File: src/logic/rv_core_config.svh
`ifndef RV_CORE_CONFIG_SVH
`define RV_CORE_CONFIG_SVH

// ----------------------------------------
// Core configuration
// ----------------------------------------

// Data and address width
`define RV_XLEN 32

// Architectural register count, x0 included
`define RV_NREGS 32

// Register index width
`define RV_REG_AW 5

// First fetch address after reset
`define RV_RESET_PC 32'h0000_0000

`endif
File: src/logic/rv_pkg.sv
package rv_pkg;

  // ----------------------------------------
  // Decoded operations
  // ----------------------------------------
  typedef enum logic [3:0] {
    OP_NOP,
    OP_LUI,
    OP_ADDI,
    OP_ADD,
    OP_SUB,
    OP_AND,
    OP_OR,
    OP_XOR,
    OP_LW,
    OP_SW,
    OP_BEQ,
    OP_BNE,
    OP_JAL,
    OP_EBREAK,
    OP_ILLEGAL
  } rv_op_e;

  // Major opcodes, instr[6:0]
  typedef enum logic [6:0] {
    OPC_LUI    = 7'b0110111,
    OPC_OP_IMM = 7'b0010011,
    OPC_OP_REG = 7'b0110011,
    OPC_LOAD   = 7'b0000011,
    OPC_STORE  = 7'b0100011,
    OPC_BRANCH = 7'b1100011,
    OPC_JAL    = 7'b1101111,
    OPC_SYSTEM = 7'b1110011
  } rv_opcode_e;

  // True for operations that produce a register result
  function automatic logic rv_writes_rd(rv_op_e op);
    case (op)
      OP_LUI, OP_ADDI, OP_ADD, OP_SUB, OP_AND, OP_OR, OP_XOR, OP_LW, OP_JAL: return 1'b1;
      default: return 1'b0;
    endcase
  endfunction

endpackage

File: src/logic/rv_stage_if.sv
`timescale 1ns/1ps

`include "rv_core_config.svh"

// One pipeline boundary slot
interface rv_stage_if import rv_pkg::*; ();

  // Slot holds a real instruction, low for a bubble
  logic                  valid;
  logic [`RV_XLEN-1:0]   pc;
  rv_op_e                op;
  logic [`RV_REG_AW-1:0] rd;
  // Operand values, b doubles as store data
  logic [`RV_XLEN-1:0]   a;
  logic [`RV_XLEN-1:0]   b;
  logic [`RV_XLEN-1:0]   imm;
  // ALU value, link, address or load data
  logic [`RV_XLEN-1:0]   result;

  // Producing stage
  modport source(output valid, pc, op, rd, a, b, imm, result);

  // Consuming stage
  modport sink(input valid, pc, op, rd, a, b, imm, result);

  // Hazard lookup from decode
  modport peek(input valid, op, rd);

endinterface

File: src/logic/rv_core.sv
`timescale 1ns/1ps

`include "rv_core_config.svh"

module rv_core (
  input  logic                clk,
  input  logic                rst_n,
  output logic                imem_ren,
  output logic [`RV_XLEN-1:0] imem_raddr,
  input  logic [31:0]         imem_rdata,
  output logic                dmem_ren,
  output logic [31:0]         dmem_raddr,
  input  logic [31:0]         dmem_rdata,
  output logic                dmem_we,
  output logic [31:0]         dmem_waddr,
  output logic [31:0]         dmem_wdata,
  output logic [3:0]          dmem_wstrb,
  output logic                ebreak,
  output logic                trap
);

  // Fetch to decode
  logic                  fd_valid;
  logic [`RV_XLEN-1:0]   fd_pc;
  logic [31:0]           fd_instr;

  // Pipeline control
  logic                  hold;
  logic                  redirect;
  logic [`RV_XLEN-1:0]   redirect_pc;

  // Register write-back into decode
  logic                  wb_we;
  logic [`RV_REG_AW-1:0] wb_rd;
  logic [`RV_XLEN-1:0]   wb_data;

  // ----------------------------------------
  // Stage boundaries
  // ----------------------------------------
  rv_stage_if de_ex ();
  rv_stage_if ex_mem ();
  rv_stage_if mem_wb ();

  rv_fetch u_fetch (
    .clk         (clk),
    .rst_n       (rst_n),
    .hold        (hold),
    .redirect    (redirect),
    .redirect_pc (redirect_pc),
    .imem_ren    (imem_ren),
    .imem_raddr  (imem_raddr),
    .imem_rdata  (imem_rdata),
    .fd_valid    (fd_valid),
    .fd_pc       (fd_pc),
    .fd_instr    (fd_instr)
  );

  rv_decode u_decode (
    .clk         (clk),
    .rst_n       (rst_n),
    .fd_valid    (fd_valid),
    .fd_pc       (fd_pc),
    .fd_instr    (fd_instr),
    .redirect    (redirect),
    .wb_we       (wb_we),
    .wb_rd       (wb_rd),
    .wb_data     (wb_data),
    .hold        (hold),
    .de_ex       (de_ex),
    .ex_mem_peek (ex_mem),
    .mem_wb_peek (mem_wb)
  );

  rv_execute u_execute (
    .clk         (clk),
    .rst_n       (rst_n),
    .de_ex       (de_ex),
    .ex_mem      (ex_mem),
    .redirect    (redirect),
    .redirect_pc (redirect_pc)
  );

  rv_memory u_memory (
    .clk         (clk),
    .rst_n       (rst_n),
    .ex_mem      (ex_mem),
    .mem_wb      (mem_wb),
    .dmem_ren    (dmem_ren),
    .dmem_raddr  (dmem_raddr),
    .dmem_rdata  (dmem_rdata),
    .dmem_we     (dmem_we),
    .dmem_waddr  (dmem_waddr),
    .dmem_wdata  (dmem_wdata),
    .dmem_wstrb  (dmem_wstrb)
  );

  rv_writeback u_writeback (
    .clk         (clk),
    .rst_n       (rst_n),
    .mem_wb      (mem_wb),
    .wb_we       (wb_we),
    .wb_rd       (wb_rd),
    .wb_data     (wb_data),
    .ebreak      (ebreak),
    .trap        (trap)
  );

endmodule

File: src/logic/rv_writeback.sv
`timescale 1ns/1ps

`include "rv_core_config.svh"

module rv_writeback import rv_pkg::*; (
  input  logic                  clk,
  input  logic                  rst_n,
  rv_stage_if.sink              mem_wb,
  output logic                  wb_we,
  output logic [`RV_REG_AW-1:0] wb_rd,
  output logic [`RV_XLEN-1:0]   wb_data,
  output logic                  ebreak,
  output logic                  trap
);

  // ----------------------------------------
  // Register write port
  // ----------------------------------------
  // x0 is never written
  assign wb_we   = mem_wb.valid && rv_writes_rd(mem_wb.op) && (mem_wb.rd != '0);
  assign wb_rd   = mem_wb.rd;
  assign wb_data = mem_wb.result;

  // ----------------------------------------
  // Halt flags
  // ----------------------------------------
  // Sticky until reset
  always_ff @(posedge clk) begin
    if (!rst_n) begin
      ebreak <= 1'b0;
      trap   <= 1'b0;
    end else begin
      if (mem_wb.valid && (mem_wb.op == OP_EBREAK)) begin
        ebreak <= 1'b1;
      end
      if (mem_wb.valid && (mem_wb.op == OP_ILLEGAL)) begin
        trap <= 1'b1;
      end
    end
  end

endmodule

File: src/logic/rv_memory.sv
`timescale 1ns/1ps

`include "rv_core_config.svh"

module rv_memory import rv_pkg::*; (
  input  logic        clk,
  input  logic        rst_n,
  rv_stage_if.sink    ex_mem,
  rv_stage_if.source  mem_wb,
  output logic        dmem_ren,
  output logic [31:0] dmem_raddr,
  input  logic [31:0] dmem_rdata,
  output logic        dmem_we,
  output logic [31:0] dmem_waddr,
  output logic [31:0] dmem_wdata,
  output logic [3:0]  dmem_wstrb
);

  // ----------------------------------------
  // Data memory port
  // ----------------------------------------
  assign dmem_ren   = ex_mem.valid && (ex_mem.op == OP_LW);
  assign dmem_raddr = ex_mem.result;

  // Full word stores only
  assign dmem_we    = ex_mem.valid && (ex_mem.op == OP_SW);
  assign dmem_waddr = ex_mem.result;
  assign dmem_wdata = ex_mem.b;
  assign dmem_wstrb = dmem_we ? 4'b1111 : 4'b0000;

  // ----------------------------------------
  // Memory/writeback register
  // ----------------------------------------
  always_ff @(posedge clk) begin
    if (!rst_n) begin
      mem_wb.valid <= 1'b0;
    end else begin
      mem_wb.valid <= ex_mem.valid;
    end
  end

  // Load data replaces the address
  always_ff @(posedge clk) begin
    mem_wb.op     <= ex_mem.op;
    mem_wb.rd     <= ex_mem.rd;
    mem_wb.result <= (ex_mem.op == OP_LW) ? dmem_rdata : ex_mem.result;
  end

  assign mem_wb.pc  = '0;
  assign mem_wb.a   = '0;
  assign mem_wb.b   = '0;
  assign mem_wb.imm = '0;

endmodule

File: src/logic/rv_execute.sv
`timescale 1ns/1ps

`include "rv_core_config.svh"

module rv_execute import rv_pkg::*; (
  input  logic                clk,
  input  logic                rst_n,
  rv_stage_if.sink            de_ex,
  rv_stage_if.source          ex_mem,
  output logic                redirect,
  output logic [`RV_XLEN-1:0] redirect_pc
);

  logic [`RV_XLEN-1:0] alu;
  logic                taken;

  // ----------------------------------------
  // ALU
  // ----------------------------------------
  always_comb begin
    case (de_ex.op)
      OP_LUI:  alu = de_ex.imm;
      OP_ADDI: alu = de_ex.a + de_ex.imm;
      OP_ADD:  alu = de_ex.a + de_ex.b;
      OP_SUB:  alu = de_ex.a - de_ex.b;
      OP_AND:  alu = de_ex.a & de_ex.b;
      OP_OR:   alu = de_ex.a | de_ex.b;
      OP_XOR:  alu = de_ex.a ^ de_ex.b;
      // Effective address for memory ops
      OP_LW,
      OP_SW:   alu = de_ex.a + de_ex.imm;
      // Link value
      OP_JAL:  alu = de_ex.pc + `RV_XLEN'd4;
      default: alu = '0;
    endcase
  end

  // ----------------------------------------
  // Branch compare and redirect
  // ----------------------------------------
  always_comb begin
    case (de_ex.op)
      OP_BEQ:  taken = (de_ex.a == de_ex.b);
      OP_BNE:  taken = (de_ex.a != de_ex.b);
      OP_JAL:  taken = 1'b1;
      default: taken = 1'b0;
    endcase
  end

  // Same-cycle pulse, fetch and decode drop the two younger slots
  assign redirect    = de_ex.valid && taken;
  assign redirect_pc = de_ex.pc + de_ex.imm;

  // ----------------------------------------
  // Execute/memory register
  // ----------------------------------------
  always_ff @(posedge clk) begin
    if (!rst_n) begin
      ex_mem.valid <= 1'b0;
    end else begin
      // Decode already bubbles anything younger than a redirect
      ex_mem.valid <= de_ex.valid;
    end
  end

  always_ff @(posedge clk) begin
    ex_mem.op     <= de_ex.op;
    ex_mem.rd     <= de_ex.rd;
    ex_mem.result <= alu;
    // Store data rides in b
    ex_mem.b      <= de_ex.b;
  end

  // Fields not needed past execute
  assign ex_mem.pc  = '0;
  assign ex_mem.a   = '0;
  assign ex_mem.imm = '0;

endmodule

File: src/logic/rv_decode.sv
`timescale 1ns/1ps

`include "rv_core_config.svh"

module rv_decode import rv_pkg::*; (
  input  logic                  clk,
  input  logic                  rst_n,
  input  logic                  fd_valid,
  input  logic [`RV_XLEN-1:0]   fd_pc,
  input  logic [31:0]           fd_instr,
  input  logic                  redirect,
  input  logic                  wb_we,
  input  logic [`RV_REG_AW-1:0] wb_rd,
  input  logic [`RV_XLEN-1:0]   wb_data,
  output logic                  hold,
  rv_stage_if.source            de_ex,
  rv_stage_if.peek              ex_mem_peek,
  rv_stage_if.peek              mem_wb_peek
);

  rv_opcode_e            opcode;
  logic [`RV_REG_AW-1:0] rs1;
  logic [`RV_REG_AW-1:0] rs2;
  rv_op_e                op;
  logic [`RV_XLEN-1:0]   imm;
  logic                  use_rs1;
  logic                  use_rs2;
  logic [`RV_XLEN-1:0]   regs [`RV_NREGS];
  logic [`RV_XLEN-1:0]   rs1_val;
  logic [`RV_XLEN-1:0]   rs2_val;
  logic                  hazard;
  logic                  issue;
  // Set once a halting instruction has gone out
  logic                  stopped;

  assign opcode = rv_opcode_e'(fd_instr[6:0]);
  assign rs1    = fd_instr[19:15];
  assign rs2    = fd_instr[24:20];

  // ----------------------------------------
  // Instruction decode
  // ----------------------------------------
  always_comb begin
    op      = OP_ILLEGAL;
    imm     = '0;
    use_rs1 = 1'b0;
    use_rs2 = 1'b0;
    case (opcode)
      OPC_LUI: begin
        op  = OP_LUI;
        imm = {fd_instr[31:12], 12'b0};
      end
      OPC_OP_IMM: begin
        if (fd_instr[14:12] == 3'b000) begin
          op      = OP_ADDI;
          use_rs1 = 1'b1;
        end
        imm = {{20{fd_instr[31]}}, fd_instr[31:20]};
      end
      OPC_OP_REG: begin
        // funct7 and funct3 together pick the ALU op
        case ({fd_instr[31:25], fd_instr[14:12]})
          10'b0000000_000: op = OP_ADD;
          10'b0100000_000: op = OP_SUB;
          10'b0000000_111: op = OP_AND;
          10'b0000000_110: op = OP_OR;
          10'b0000000_100: op = OP_XOR;
          default:         op = OP_ILLEGAL;
        endcase
        use_rs1 = (op != OP_ILLEGAL);
        use_rs2 = (op != OP_ILLEGAL);
      end
      OPC_LOAD: begin
        // Word loads only
        if (fd_instr[14:12] == 3'b010) begin
          op      = OP_LW;
          use_rs1 = 1'b1;
        end
        imm = {{20{fd_instr[31]}}, fd_instr[31:20]};
      end
      OPC_STORE: begin
        if (fd_instr[14:12] == 3'b010) begin
          op      = OP_SW;
          use_rs1 = 1'b1;
          use_rs2 = 1'b1;
        end
        imm = {{20{fd_instr[31]}}, fd_instr[31:25], fd_instr[11:7]};
      end
      OPC_BRANCH: begin
        if (fd_instr[14:12] == 3'b000) begin
          op = OP_BEQ;
        end else if (fd_instr[14:12] == 3'b001) begin
          op = OP_BNE;
        end
        use_rs1 = (op != OP_ILLEGAL);
        use_rs2 = (op != OP_ILLEGAL);
        imm = {{19{fd_instr[31]}}, fd_instr[31], fd_instr[7], fd_instr[30:25],
               fd_instr[11:8], 1'b0};
      end
      OPC_JAL: begin
        op  = OP_JAL;
        imm = {{11{fd_instr[31]}}, fd_instr[31], fd_instr[19:12], fd_instr[20],
               fd_instr[30:21], 1'b0};
      end
      OPC_SYSTEM: begin
        // Exact EBREAK encoding, everything else in SYSTEM traps
        if (fd_instr == 32'h0010_0073) begin
          op = OP_EBREAK;
        end
      end
      default: op = OP_ILLEGAL;
    endcase
  end

  // ----------------------------------------
  // Register file
  // ----------------------------------------
  always_ff @(posedge clk) begin
    if (wb_we) begin
      regs[wb_rd] <= wb_data;
    end
  end

  // x0 reads zero, value leaving writeback is passed straight through
  always_comb begin
    if (rs1 == '0) begin
      rs1_val = '0;
    end else if (mem_wb_peek.valid && wb_we && (wb_rd == rs1)) begin
      rs1_val = wb_data;
    end else begin
      rs1_val = regs[rs1];
    end
    if (rs2 == '0) begin
      rs2_val = '0;
    end else if (mem_wb_peek.valid && wb_we && (wb_rd == rs2)) begin
      rs2_val = wb_data;
    end else begin
      rs2_val = regs[rs2];
    end
  end

  // ----------------------------------------
  // Hazard hold and issue
  // ----------------------------------------
  // Producers still in execute or memory have not written back yet
  always_comb begin
    hazard = 1'b0;
    if (de_ex.valid && rv_writes_rd(de_ex.op) && (de_ex.rd != '0)) begin
      hazard = (use_rs1 && (de_ex.rd == rs1)) || (use_rs2 && (de_ex.rd == rs2));
    end
    if (ex_mem_peek.valid && rv_writes_rd(ex_mem_peek.op) && (ex_mem_peek.rd != '0)) begin
      hazard = hazard || (use_rs1 && (ex_mem_peek.rd == rs1)) ||
               (use_rs2 && (ex_mem_peek.rd == rs2));
    end
  end

  assign hold  = fd_valid && hazard;
  assign issue = fd_valid && !hazard && !stopped && !redirect;

  always_ff @(posedge clk) begin
    if (!rst_n) begin
      de_ex.valid <= 1'b0;
      stopped     <= 1'b0;
    end else begin
      de_ex.valid <= issue;
      if (issue && ((op == OP_EBREAK) || (op == OP_ILLEGAL))) begin
        stopped <= 1'b1;
      end
    end
  end

  // Slot payload, qualified by valid downstream
  always_ff @(posedge clk) begin
    de_ex.pc  <= fd_pc;
    de_ex.op  <= op;
    de_ex.rd  <= fd_instr[11:7];
    de_ex.a   <= rs1_val;
    de_ex.b   <= rs2_val;
    de_ex.imm <= imm;
  end

  // Result is produced from execute on
  assign de_ex.result = '0;

endmodule

File: src/logic/rv_fetch.sv
`timescale 1ns/1ps

`include "rv_core_config.svh"

module rv_fetch (
  input  logic                clk,
  input  logic                rst_n,
  input  logic                hold,
  input  logic                redirect,
  input  logic [`RV_XLEN-1:0] redirect_pc,
  output logic                imem_ren,
  output logic [`RV_XLEN-1:0] imem_raddr,
  input  logic [31:0]         imem_rdata,
  output logic                fd_valid,
  output logic [`RV_XLEN-1:0] fd_pc,
  output logic [31:0]         fd_instr
);

  // Fetch enable, set one cycle after reset release
  logic                run;
  logic [`RV_XLEN-1:0] pc;

  assign imem_ren   = run;
  // SRAM answers in the same cycle
  assign imem_raddr = pc;

  // ----------------------------------------
  // Program counter and slot valid
  // ----------------------------------------
  always_ff @(posedge clk) begin
    if (!rst_n) begin
      run      <= 1'b0;
      pc       <= `RV_RESET_PC;
      fd_valid <= 1'b0;
    end else begin
      run <= 1'b1;
      // Redirect wins over hold and drops the fetched word
      if (redirect) begin
        pc       <= redirect_pc;
        fd_valid <= 1'b0;
      end else if (run && !hold) begin
        pc       <= pc + `RV_XLEN'd4;
        fd_valid <= 1'b1;
      end
    end
  end

  // Fetched word and its address
  always_ff @(posedge clk) begin
    if (run && !hold && !redirect) begin
      fd_pc    <= pc;
      fd_instr <= imem_rdata;
    end
  end

endmodule

File: config.mk
export PLATFORM = sky130hd
export DESIGN_NAME = rv_core
export DESIGN_NICKNAME = d
export VERILOG_FILES = /design/src/logic/rv_pkg.sv /design/src/logic/rv_stage_if.sv /design/src/logic/rv_core.sv /design/src/logic/rv_writeback.sv /design/src/logic/rv_memory.sv /design/src/logic/rv_execute.sv /design/src/logic/rv_decode.sv /design/src/logic/rv_fetch.sv
export VERILOG_INCLUDE_DIRS = /design/src /design/src/logic
export SDC_FILE = /design/constraint.sdc
export NUM_CORES = 2
export LEC_CHECK = 0
export BUFFER_PORTS_ARGS = -buffer_cell sky130_fd_sc_hd__clkbuf_2
export CORE_AREA = 2 2 367 369
export DETAILED_ROUTE_END_ITERATION = 10
export DIE_AREA = 0 0 369 371
export GPL_ROUTABILITY_DRIVEN = 0
export HOLD_SLACK_MARGIN = 0.05
export PLACE_DENSITY_LB_ADDON = 0.25
export SLEW_MARGIN = 20
export SYNTH_ARGS = -nofsm -noshare
export SYNTH_HDL_FRONTEND = slang
export SYNTH_SLANG_ARGS = --single-unit
File: constraint.sdc
create_clock -name clk -period 6 [get_ports clk]
set_input_delay 0.3 -clock clk [delete_from_list [all_inputs] [get_ports clk]]
set_output_delay 0.3 -clock clk [all_outputs]
set_load 0.01 [all_outputs]
### Word-level counts from Yosys, hierarchy flattened

Memories as Yosys holds them, arrays and structs flattened. A register that Yosys moved wholly into a read port is not among the register bits.
Cells that the tools add are included.

* register bits after elaboration: 291
* memory bits (writable): 1024
* memory bits (read-only): 48
* output and inout bits: 137
* memories: 4

* add/sub/neg operators: 6
* equality and inequality tests: 41
* muxes and demuxes: 26
* bitwise operators: 4
* reduce and logical (&&, ||, !) cells: 42

Memories
* u_decode.regs: depth 32, width 32, read ports 2, clocked after memory_dff 2, write ports 1, line rv_decode.sv:28 `` logic [`RV_XLEN-1:0] regs [`RV_NREGS]; ``
* (no name shown): depth 16, width 1, read ports 1, clocked after memory_dff 1, write ports 0, line rv_pkg.sv:38 `case (op)`
* (no name shown): depth 16, width 1, read ports 1, clocked after memory_dff 1, write ports 0, line rv_pkg.sv:38
* (no name shown): depth 16, width 1, read ports 1, clocked after memory_dff 1, write ports 0, line rv_pkg.sv:38

Operators by type and width (count)
* 32-bit case mux with 8 select lines: 1
* 32-bit case mux with 5 select lines: 1
* 32-bit adder: 3
* 32-bit two-way mux: 3
* 32-bit by 3-bit adder with 32-bit output (second input constant): 2
* 4-bit == test (second input constant): 11
* 32-bit AND: 1
* 32-bit by 21-bit == test with 1-bit output (second input constant): 1
* 32-bit == test: 1
* 32-bit != test: 1
* 32-bit bitwise OR: 1
* 4-bit case mux with 8 select lines: 1
* 32-bit subtractor: 1
* 32-bit bitwise XOR: 1
* 10-bit by 3-bit == test with 1-bit output (second input constant): 3
* 1-bit logical AND: 22
* 7-bit by 6-bit == test with 1-bit output (second input constant): 3
* 7-bit == test (second input constant): 3
* 5-bit == test: 4
* 4-bit two-way mux: 5
* 4-bit case mux with 5 select lines: 1
* 4-bit by 3-bit == test with 1-bit output (second input constant): 4
* 5-bit nonzero test: 3
* 10-bit by 9-bit == test with 1-bit output (second input constant): 1
* 21 further kinds: 41

### Logic depth before layout (Yosys ltp)

* depth after elaboration: 17
* gate-level depth with buffers: 19
* gate-level depth less buffers: 17

### Cells and area by module

Synthesis repeated with hierarchy kept, for this count alone.

* cells, all modules: 4512
* area total of the unflattened synthesis: 69539.2 µm²

By module, submodules not included
* rv_decode: times used 1, cells an instance 2437, area each 51689.6 µm², seq. area each 33552.2 µm²
* rv_execute: times used 1, cells an instance 1407, area each 10603.9 µm², seq. area each 1481.4 µm²
* rv_fetch: times used 1, cells an instance 307, area each 3861.2 µm², seq. area each 2602.5 µm²
* rv_memory: times used 1, cells an instance 311, area each 3000.4 µm², seq. area each 840.8 µm²
* rv_writeback: times used 1, cells an instance 50, area each 384.1 µm², seq. area each 40.0 µm²

### Least setup slack after synthesis

Ideal clock, no wire load.

* kind: register to register
* start: register u_decode.de_ex.a[17] (read register of u_decode.regs)
* end: register u_fetch.fd_instr[0], enable pin
* arrival: 4.045 ns
* data required time: 5.571 ns
* slack: 1.526 ns
* stages on the path, launching flop included: 13
* period minus slack after synthesis: 4.474 ns
* path through: dfxtp_1 inv_1 ha_1 clkbuf_1 nor4_1 nand3_1 nor4_1 nor3_1 a221o_1 nand3_1 buf_2 buf_2 and2_1

* longest elaborated chain between the ends: 5

Ends and longest elaborated chain
* start, declared: line rv_stage_if.sv:21 `modport source(output valid, pc, op, rd, a, b, imm, result);`
* 32-bit != test / 32-bit == test (equally long branches): line rv_execute.sv:44, rv_execute.sv:43
* 1-bit case mux with 3 select lines (*): line rv_execute.sv:42 `case (de_ex.op)`
* 1-bit logical AND (*): line rv_execute.sv:51 `assign redirect = de_ex.valid && taken;`
* 1-bit zero test (*): line rv_fetch.sv:50 `if (run && !hold && !redirect) begin`
* 1-bit logical AND (*): line rv_fetch.sv:50
* end signal, assigned: line rv_fetch.sv:52 `fd_instr <= imem_rdata;`
* end, declared: line rv_fetch.sv:16 `output logic [31:0] fd_instr`

Every way passes the cells marked *; elsewhere a longest branch is shown, timed or not.
A chain may end at the register's enable or synchronous reset.

### Final worst setup path

* start: register u_decode.de_ex.op[1]
* end: register u_execute.ex_mem.result[31]

* longest elaborated chain between the ends: 3

Ends and longest elaborated chain
* start, declared: line rv_stage_if.sv:21
* 4-bit by 2-bit == test with 1-bit output / 4-bit == test (equally long branches): line rv_execute.sv:21 `case (de_ex.op)`
* 3-bit OR reduction (no source line)
* 32-bit case mux with 8 select lines (*): line rv_execute.sv:21
* named net u_execute.alu[31]: line rv_execute.sv:14 `` logic [`RV_XLEN-1:0] alu; ``
* end signal, assigned: line rv_execute.sv:69 `ex_mem.result <= alu;`
* end, declared: line rv_stage_if.sv:21

The timed path passes the listed nets; every way through them passes the cells marked *.

==> impl_results.html <==
<table>
<tr><th>Metric</th><th>Value</th></tr>
<tr><th colspan="2">STA</th></tr>
<tr><td>Hold violation total from the final report</td><td>0</td></tr>
<tr><td>Remaining max-slew budget at the tightest pin</td><td>21.0%</td></tr>
<tr><td>Final setup violating endpoints</td><td>0</td></tr>
<tr><td>Final critical-path share of the clock period</td><td>77.8%</td></tr>
<tr><td>Transition time at the pin with the least slew margin</td><td>1.18 ns</td></tr>
<tr><td>Worst Clk Skew</td><td>0.0342 ns</td></tr>
<tr><td>Setup Total Neg Slack</td><td>0 ns</td></tr>
<tr><td>Fmax</td><td>214 MHz</td></tr>
<tr><td>RSZ-0062 raised after global routing</td><td>no</td></tr>
<tr><td>Post-layout min period</td><td>4.67 ns</td></tr>
<tr><td>Final count of pins violating max slew</td><td>0</td></tr>
<tr><th colspan="2">Yosys</th></tr>
<tr><td>Cell Area, Synth</td><td>66,000 sq um</td></tr>
<tr><td>Post-Synthesis Cells</td><td>4,012</td></tr>
<tr><td>Most common library cells after synthesis</td><td>sky130_fd_sc_hd__edfxtp_1, sky130_fd_sc_hd__mux4_2, sky130_fd_sc_hd__dfxtp_1</td></tr>
<tr><td>Number of enable-type register cells in the synthesized netlist</td><td>1,088</td></tr>
<tr><td>Number of warning messages in the yosys log</td><td>0</td></tr>
<tr><td>Yosys top cell by area</td><td>sky130_fd_sc_hd__edfxtp_1</td></tr>
<tr><td>Syn_area_per_cell</td><td>16.4 sq um</td></tr>
<tr><td>Area fraction of the dominant cell type after synthesis</td><td>49.5%</td></tr>
<tr><td>Top cells by area in the synthesized netlist</td><td>sky130_fd_sc_hd__edfxtp_1, sky130_fd_sc_hd__mux4_2, sky130_fd_sc_hd__dfxtp_1</td></tr>
<tr><td>Portion of the post-synthesis area used by sequential elements</td><td>58.5%</td></tr>
<tr><td>Ys async rst share</td><td>0%</td></tr>
<tr><td>Post-synthesis cell type count</td><td>90</td></tr>
<tr><td>Cell with the most instances after synthesis</td><td>sky130_fd_sc_hd__edfxtp_1</td></tr>
<tr><td>Number of flip-flops and latches in the synthesized netlist</td><td>1,382</td></tr>
<tr><td>Most frequently used flop master after synthesis</td><td>sky130_fd_sc_hd__edfxtp_1</td></tr>
<tr><th colspan="2">Placement</th></tr>
<tr><td>Standard cell area after detailed placement</td><td>69,200 sq um</td></tr>
<tr><td>Number of cells in the design after placement</td><td>5,835</td></tr>
<tr><td>Placed wire-length estimate</td><td>123,000 microns</td></tr>
<tr><td>I/O Buffers</td><td>202</td></tr>
<tr><th colspan="2">CTS</th></tr>
<tr><td>Cts bufs inserted</td><td>143</td></tr>
<tr><td>Gates resized, CTS repair</td><td>0</td></tr>
<tr><td>Number of buffers on the longest clock path</td><td>3</td></tr>
<tr><td>TritonCTS Sinks</td><td>1,382</td></tr>
<tr><td>Level count of the clock H-tree</td><td>4</td></tr>
<tr><td>Clk Latency, worst-skew pair</td><td>0.78 ns</td></tr>
<tr><td>Clock-pin slew of the registers on the worst-case setup and hold paths</td><td>0.06 ns</td></tr>
<tr><td>Clock tree from TritonCTS</td><td>built</td></tr>
<tr><td>Cell chosen for the clock root</td><td>sky130_fd_sc_hd__clkbuf_16</td></tr>
<tr><th colspan="2">Die</th></tr>
<tr><td>Die ar.</td><td>137,000 sq um</td></tr>
<tr><td>Die Span Y</td><td>371 microns</td></tr>
<tr><td>Starting density of the core</td><td>49.7%</td></tr>
<tr><td>Area of the core</td><td>133,000 sq um</td></tr>
<tr><td>I/O pin count</td><td>203</td></tr>
<tr><td>Count of standard-cell rows</td><td>134</td></tr>
<tr><td>Die width</td><td>369 microns</td></tr>
<tr><th colspan="2">Worst setup path</th></tr>
<tr><td>Flop2flop setup slack</td><td>1.33 ns</td></tr>
<tr><td>Capture instance of the worst register-to-register path</td><td>u_execute.ex_mem.result[31]</td></tr>
<tr><td>Startpoint class of the critical path</td><td>register</td></tr>
<tr><td>Endpoint type of the worst setup path</td><td>register</td></tr>
<tr><td>Capturing element of the worst setup path</td><td>u_execute.ex_mem.result[31]</td></tr>
<tr><td>Critical-path maximum fanout</td><td>40</td></tr>
<tr><td>Critical path startpoint</td><td>u_decode.de_ex.op[1]</td></tr>
<tr><td>Depth of the worst register-to-register path</td><td>16</td></tr>
<tr><td>Critical path type</td><td>reg2reg</td></tr>
<tr><td>Arrival time at the worst endpoint</td><td>5.30 ns</td></tr>
<tr><td>Startpoint of the worst-slack reg-to-reg timing path</td><td>u_decode.de_ex.op[1]</td></tr>
<tr><td>Critical path required time</td><td>6.64 ns</td></tr>
<tr><th colspan="2">Outcome</th></tr>
<tr><td>Outcome</td><td>finished, final reports clean</td></tr>
<tr><th colspan="2">GRT</th></tr>
<tr><td>Global-route wire length before repair</td><td>279,000 microns</td></tr>
<tr><td>Initial antenna violation count</td><td>4</td></tr>
<tr><td>Grt ovf</td><td>0</td></tr>
<tr><td>Vias in the first global route</td><td>39,500</td></tr>
<tr><td>Maximum number of pins on one net before global-route repair</td><td>109</td></tr>
<tr><td>Aggregate global-route resource usage</td><td>28.6%</td></tr>
<tr><th colspan="2">Drt</th></tr>
<tr><td>Detailed-route via count</td><td>40,400</td></tr>
<tr><td>Post-detailed-routing wire length</td><td>196,000 microns</td></tr>
<tr><td>Vias per std cell</td><td>6.56</td></tr>
<tr><td>Starting DRC count in detailed routing</td><td>4,999</td></tr>
<tr><td>Average detailed-routed wire length per instance</td><td>31.8 microns</td></tr>
<tr><td>DRT antenna net count</td><td>0</td></tr>
<tr><td>Number of iterations in the first detailed-routing pass</td><td>6</td></tr>
<tr><td>Count of unresolved DRC violations after routing</td><td>0</td></tr>
<tr><th colspan="2">Power</th></tr>
<tr><td>Cell area power density</td><td>301 nW/um^2</td></tr>
<tr><td>Leakage dissipation</td><td>0.0261 uW</td></tr>
<tr><td>Maximum resistive drop on vdd</td><td>310 uV</td></tr>
<tr><th colspan="2">Cells and area</th></tr>
<tr><td>Final layout net count</td><td>4,511</td></tr>
<tr><td>Share of final-layout standard cells stronger than drive strength 1</td><td>29.3%</td></tr>
<tr><td>Area of all sequential standard cells</td><td>38,600 sq um</td></tr>
<tr><td>Final design instance area without fill</td><td>74,700 sq um</td></tr>
<tr><td>Count of placed standard cells in the final layout, fillers left out</td><td>6,163</td></tr>
<tr><td>Multi-input logic area</td><td>26,100 sq um</td></tr>
<tr><td>Signed area change from the synthesized netlist to the final layout</td><td>13.2%</td></tr>
<tr><td>Number of fill cells in the layout</td><td>10,200</td></tr>
<tr><th colspan="2">Run</th></tr>
<tr><td>Max-capacitance violation count</td><td>0</td></tr>
<tr><th colspan="2">Worst hold path</th></tr>
<tr><td>Worst min path class</td><td>in2reg</td></tr>
</table>
-- registers in the layout, summed over array words and instances, names as in the netlist, 32 cells and up, named ones only --
signal,cells
u_execute.ex_mem.b,32
u_decode.de_ex.b,32
u_decode.regs,1024
u_memory.mem_wb.result,32
u_fetch.imem_raddr,32
u_execute.ex_mem.result,32
u_decode.de_ex.a,32
u_fetch.fd_instr,32
u_fetch.fd_pc,32
u_decode.de_ex.imm,32
u_decode.de_ex.pc,32
-- layout make-up --
| type | count | area share, % |
|---|---|---|
| Multi-Input combinational cell | 2275 | 35.0 |
| Tap cell | 1768 | 2.96 |
| Inverter | 111 | 0.558 |
| Timing Repair Buffer | 364 | 3.43 |
| Sequential cell | 1382 | 51.7 |
| Clock inverter | 69 | 0.926 |
| Antenna cell | 2 | 0.00670 |
| Clock buffer | 192 | 5.44 |
-- per-stage QoR --
stage	hold slack, ns	util [%]	total power, uW	setup WS (ns)
final	0.239	56.2	22500	1.33
after global placement	0.327	52.1	13500	1.63
after CTS	0.196	56.2	22500	1.48
after floorplan	0.323	-	12700	1.53
after detailed placement	0.328	52.1	13500	1.49
after global routing	0.224	56.2	23200	1.03
-- where the power goes --
| group | total (uW) | internal, uW | switching (uW) |
|---|---|---|---|
| Combinational | 2570 | 1140 | 1430 |
| Sequential | 10900 | 10500 | 333 |
| Clock | 9040 | 5280 | 3770 |
| Total | 22500 | 16900 | 5530 |
-- per-layer routing --
layer  global-route usage [%]  routed length [microns]  vias to the layer above
met3                     5.65                    19900                      434
li1                         -                        -                    16800
met1                     37.4                    71900                    20800
met4                     13.7                    10100                        4
met5                        0                       30                        -
met2                     46.2                    93900                     2430
-- worst max-delay path, stage by stage, from the launching register on --
cell and delay, ns:
sky130_fd_sc_hd__dfxtp_1 0.53, sky130_fd_sc_hd__nor3b_1 0.25, sky130_fd_sc_hd__a21oi_1 0.10, sky130_fd_sc_hd__nor2_4 0.13
sky130_fd_sc_hd__buf_4 0.39, sky130_fd_sc_hd__o21ai_0 0.15, sky130_fd_sc_hd__ha_1 0.38, sky130_fd_sc_hd__a21oi_1 0.24
sky130_fd_sc_hd__nor2_1 0.06, sky130_fd_sc_hd__a2111oi_0 0.41, sky130_fd_sc_hd__o21ai_0 0.29, sky130_fd_sc_hd__nor2_1 0.26
sky130_fd_sc_hd__a21oi_1 0.20, sky130_fd_sc_hd__a311oi_2 0.48, sky130_fd_sc_hd__nor4b_1 0.10, sky130_fd_sc_hd__a2111oi_0 0.35
sky130_fd_sc_hd__o211ai_1 0.16
-- repair_timing --
action | in CTS | in global routing
hold endpoints to repair | 74 | 0
hold buffers | 65 | 0
setup buffers | 0 | 0
-- placed cells by master, fill, tap and decap left out, drive strengths merged, types with 19 or more instances in the layout --
cell and count:
ha 165, inv 114, xnor2 99, nand2b 23, nor2b 22, dfxtp 294
clkinv 47, nand2 149, conb 32, a211oi 80, edfxtp 1088, xor2 60
buf 97, a21oi 110, mux4 640, mux2 33, o21ai 125, a21o 42
nor3 43, nor2 193, and3 28, dlygate4sd3 65, mux2i 71, clkbuf 394
nand3 60, nor4 19, o22ai 25, a221oi 28, o211ai 21
-- kinds of logic (layout without fill, tap and decap cells) --
family / after synthesis / in the layout / synth area share, %
flip-flops: 1382 / 1382 / 58.5
multiplexers: 744 / 744 / 23.5
AND/OR/NAND/NOR: 607 / 607 / 4.44
AO/OA/AOI/OAI: 565 / 565 / 5.77
buffers and inverters: 386 / 736 / 2.50
adder cells (fa/ha/maj): 168 / 168 / 3.22
XOR/XNOR: 159 / 159 / 2.11
other: 1 / 34 / 0.00569
-- worst min path at each step --
stage	to	depth (start not counted)	slack [ns]	startpoint
floorplan	u_decode.de_ex.pc[0]	0	0.32	u_fetch.fd_pc[0]
global placement	u_decode.de_ex.pc[31]	0	0.33	u_fetch.fd_pc[31]
detailed placement	u_decode.de_ex.pc[7]	0	0.33	u_fetch.fd_pc[7]
CTS	u_fetch.fd_instr[29]	2	0.20	imem_rdata[29]
global route	u_fetch.fd_instr[15]	2	0.22	imem_rdata[15]
finish	u_fetch.fd_instr[26]	2	0.24	imem_rdata[26]
(Power assumes the default switching activity.)
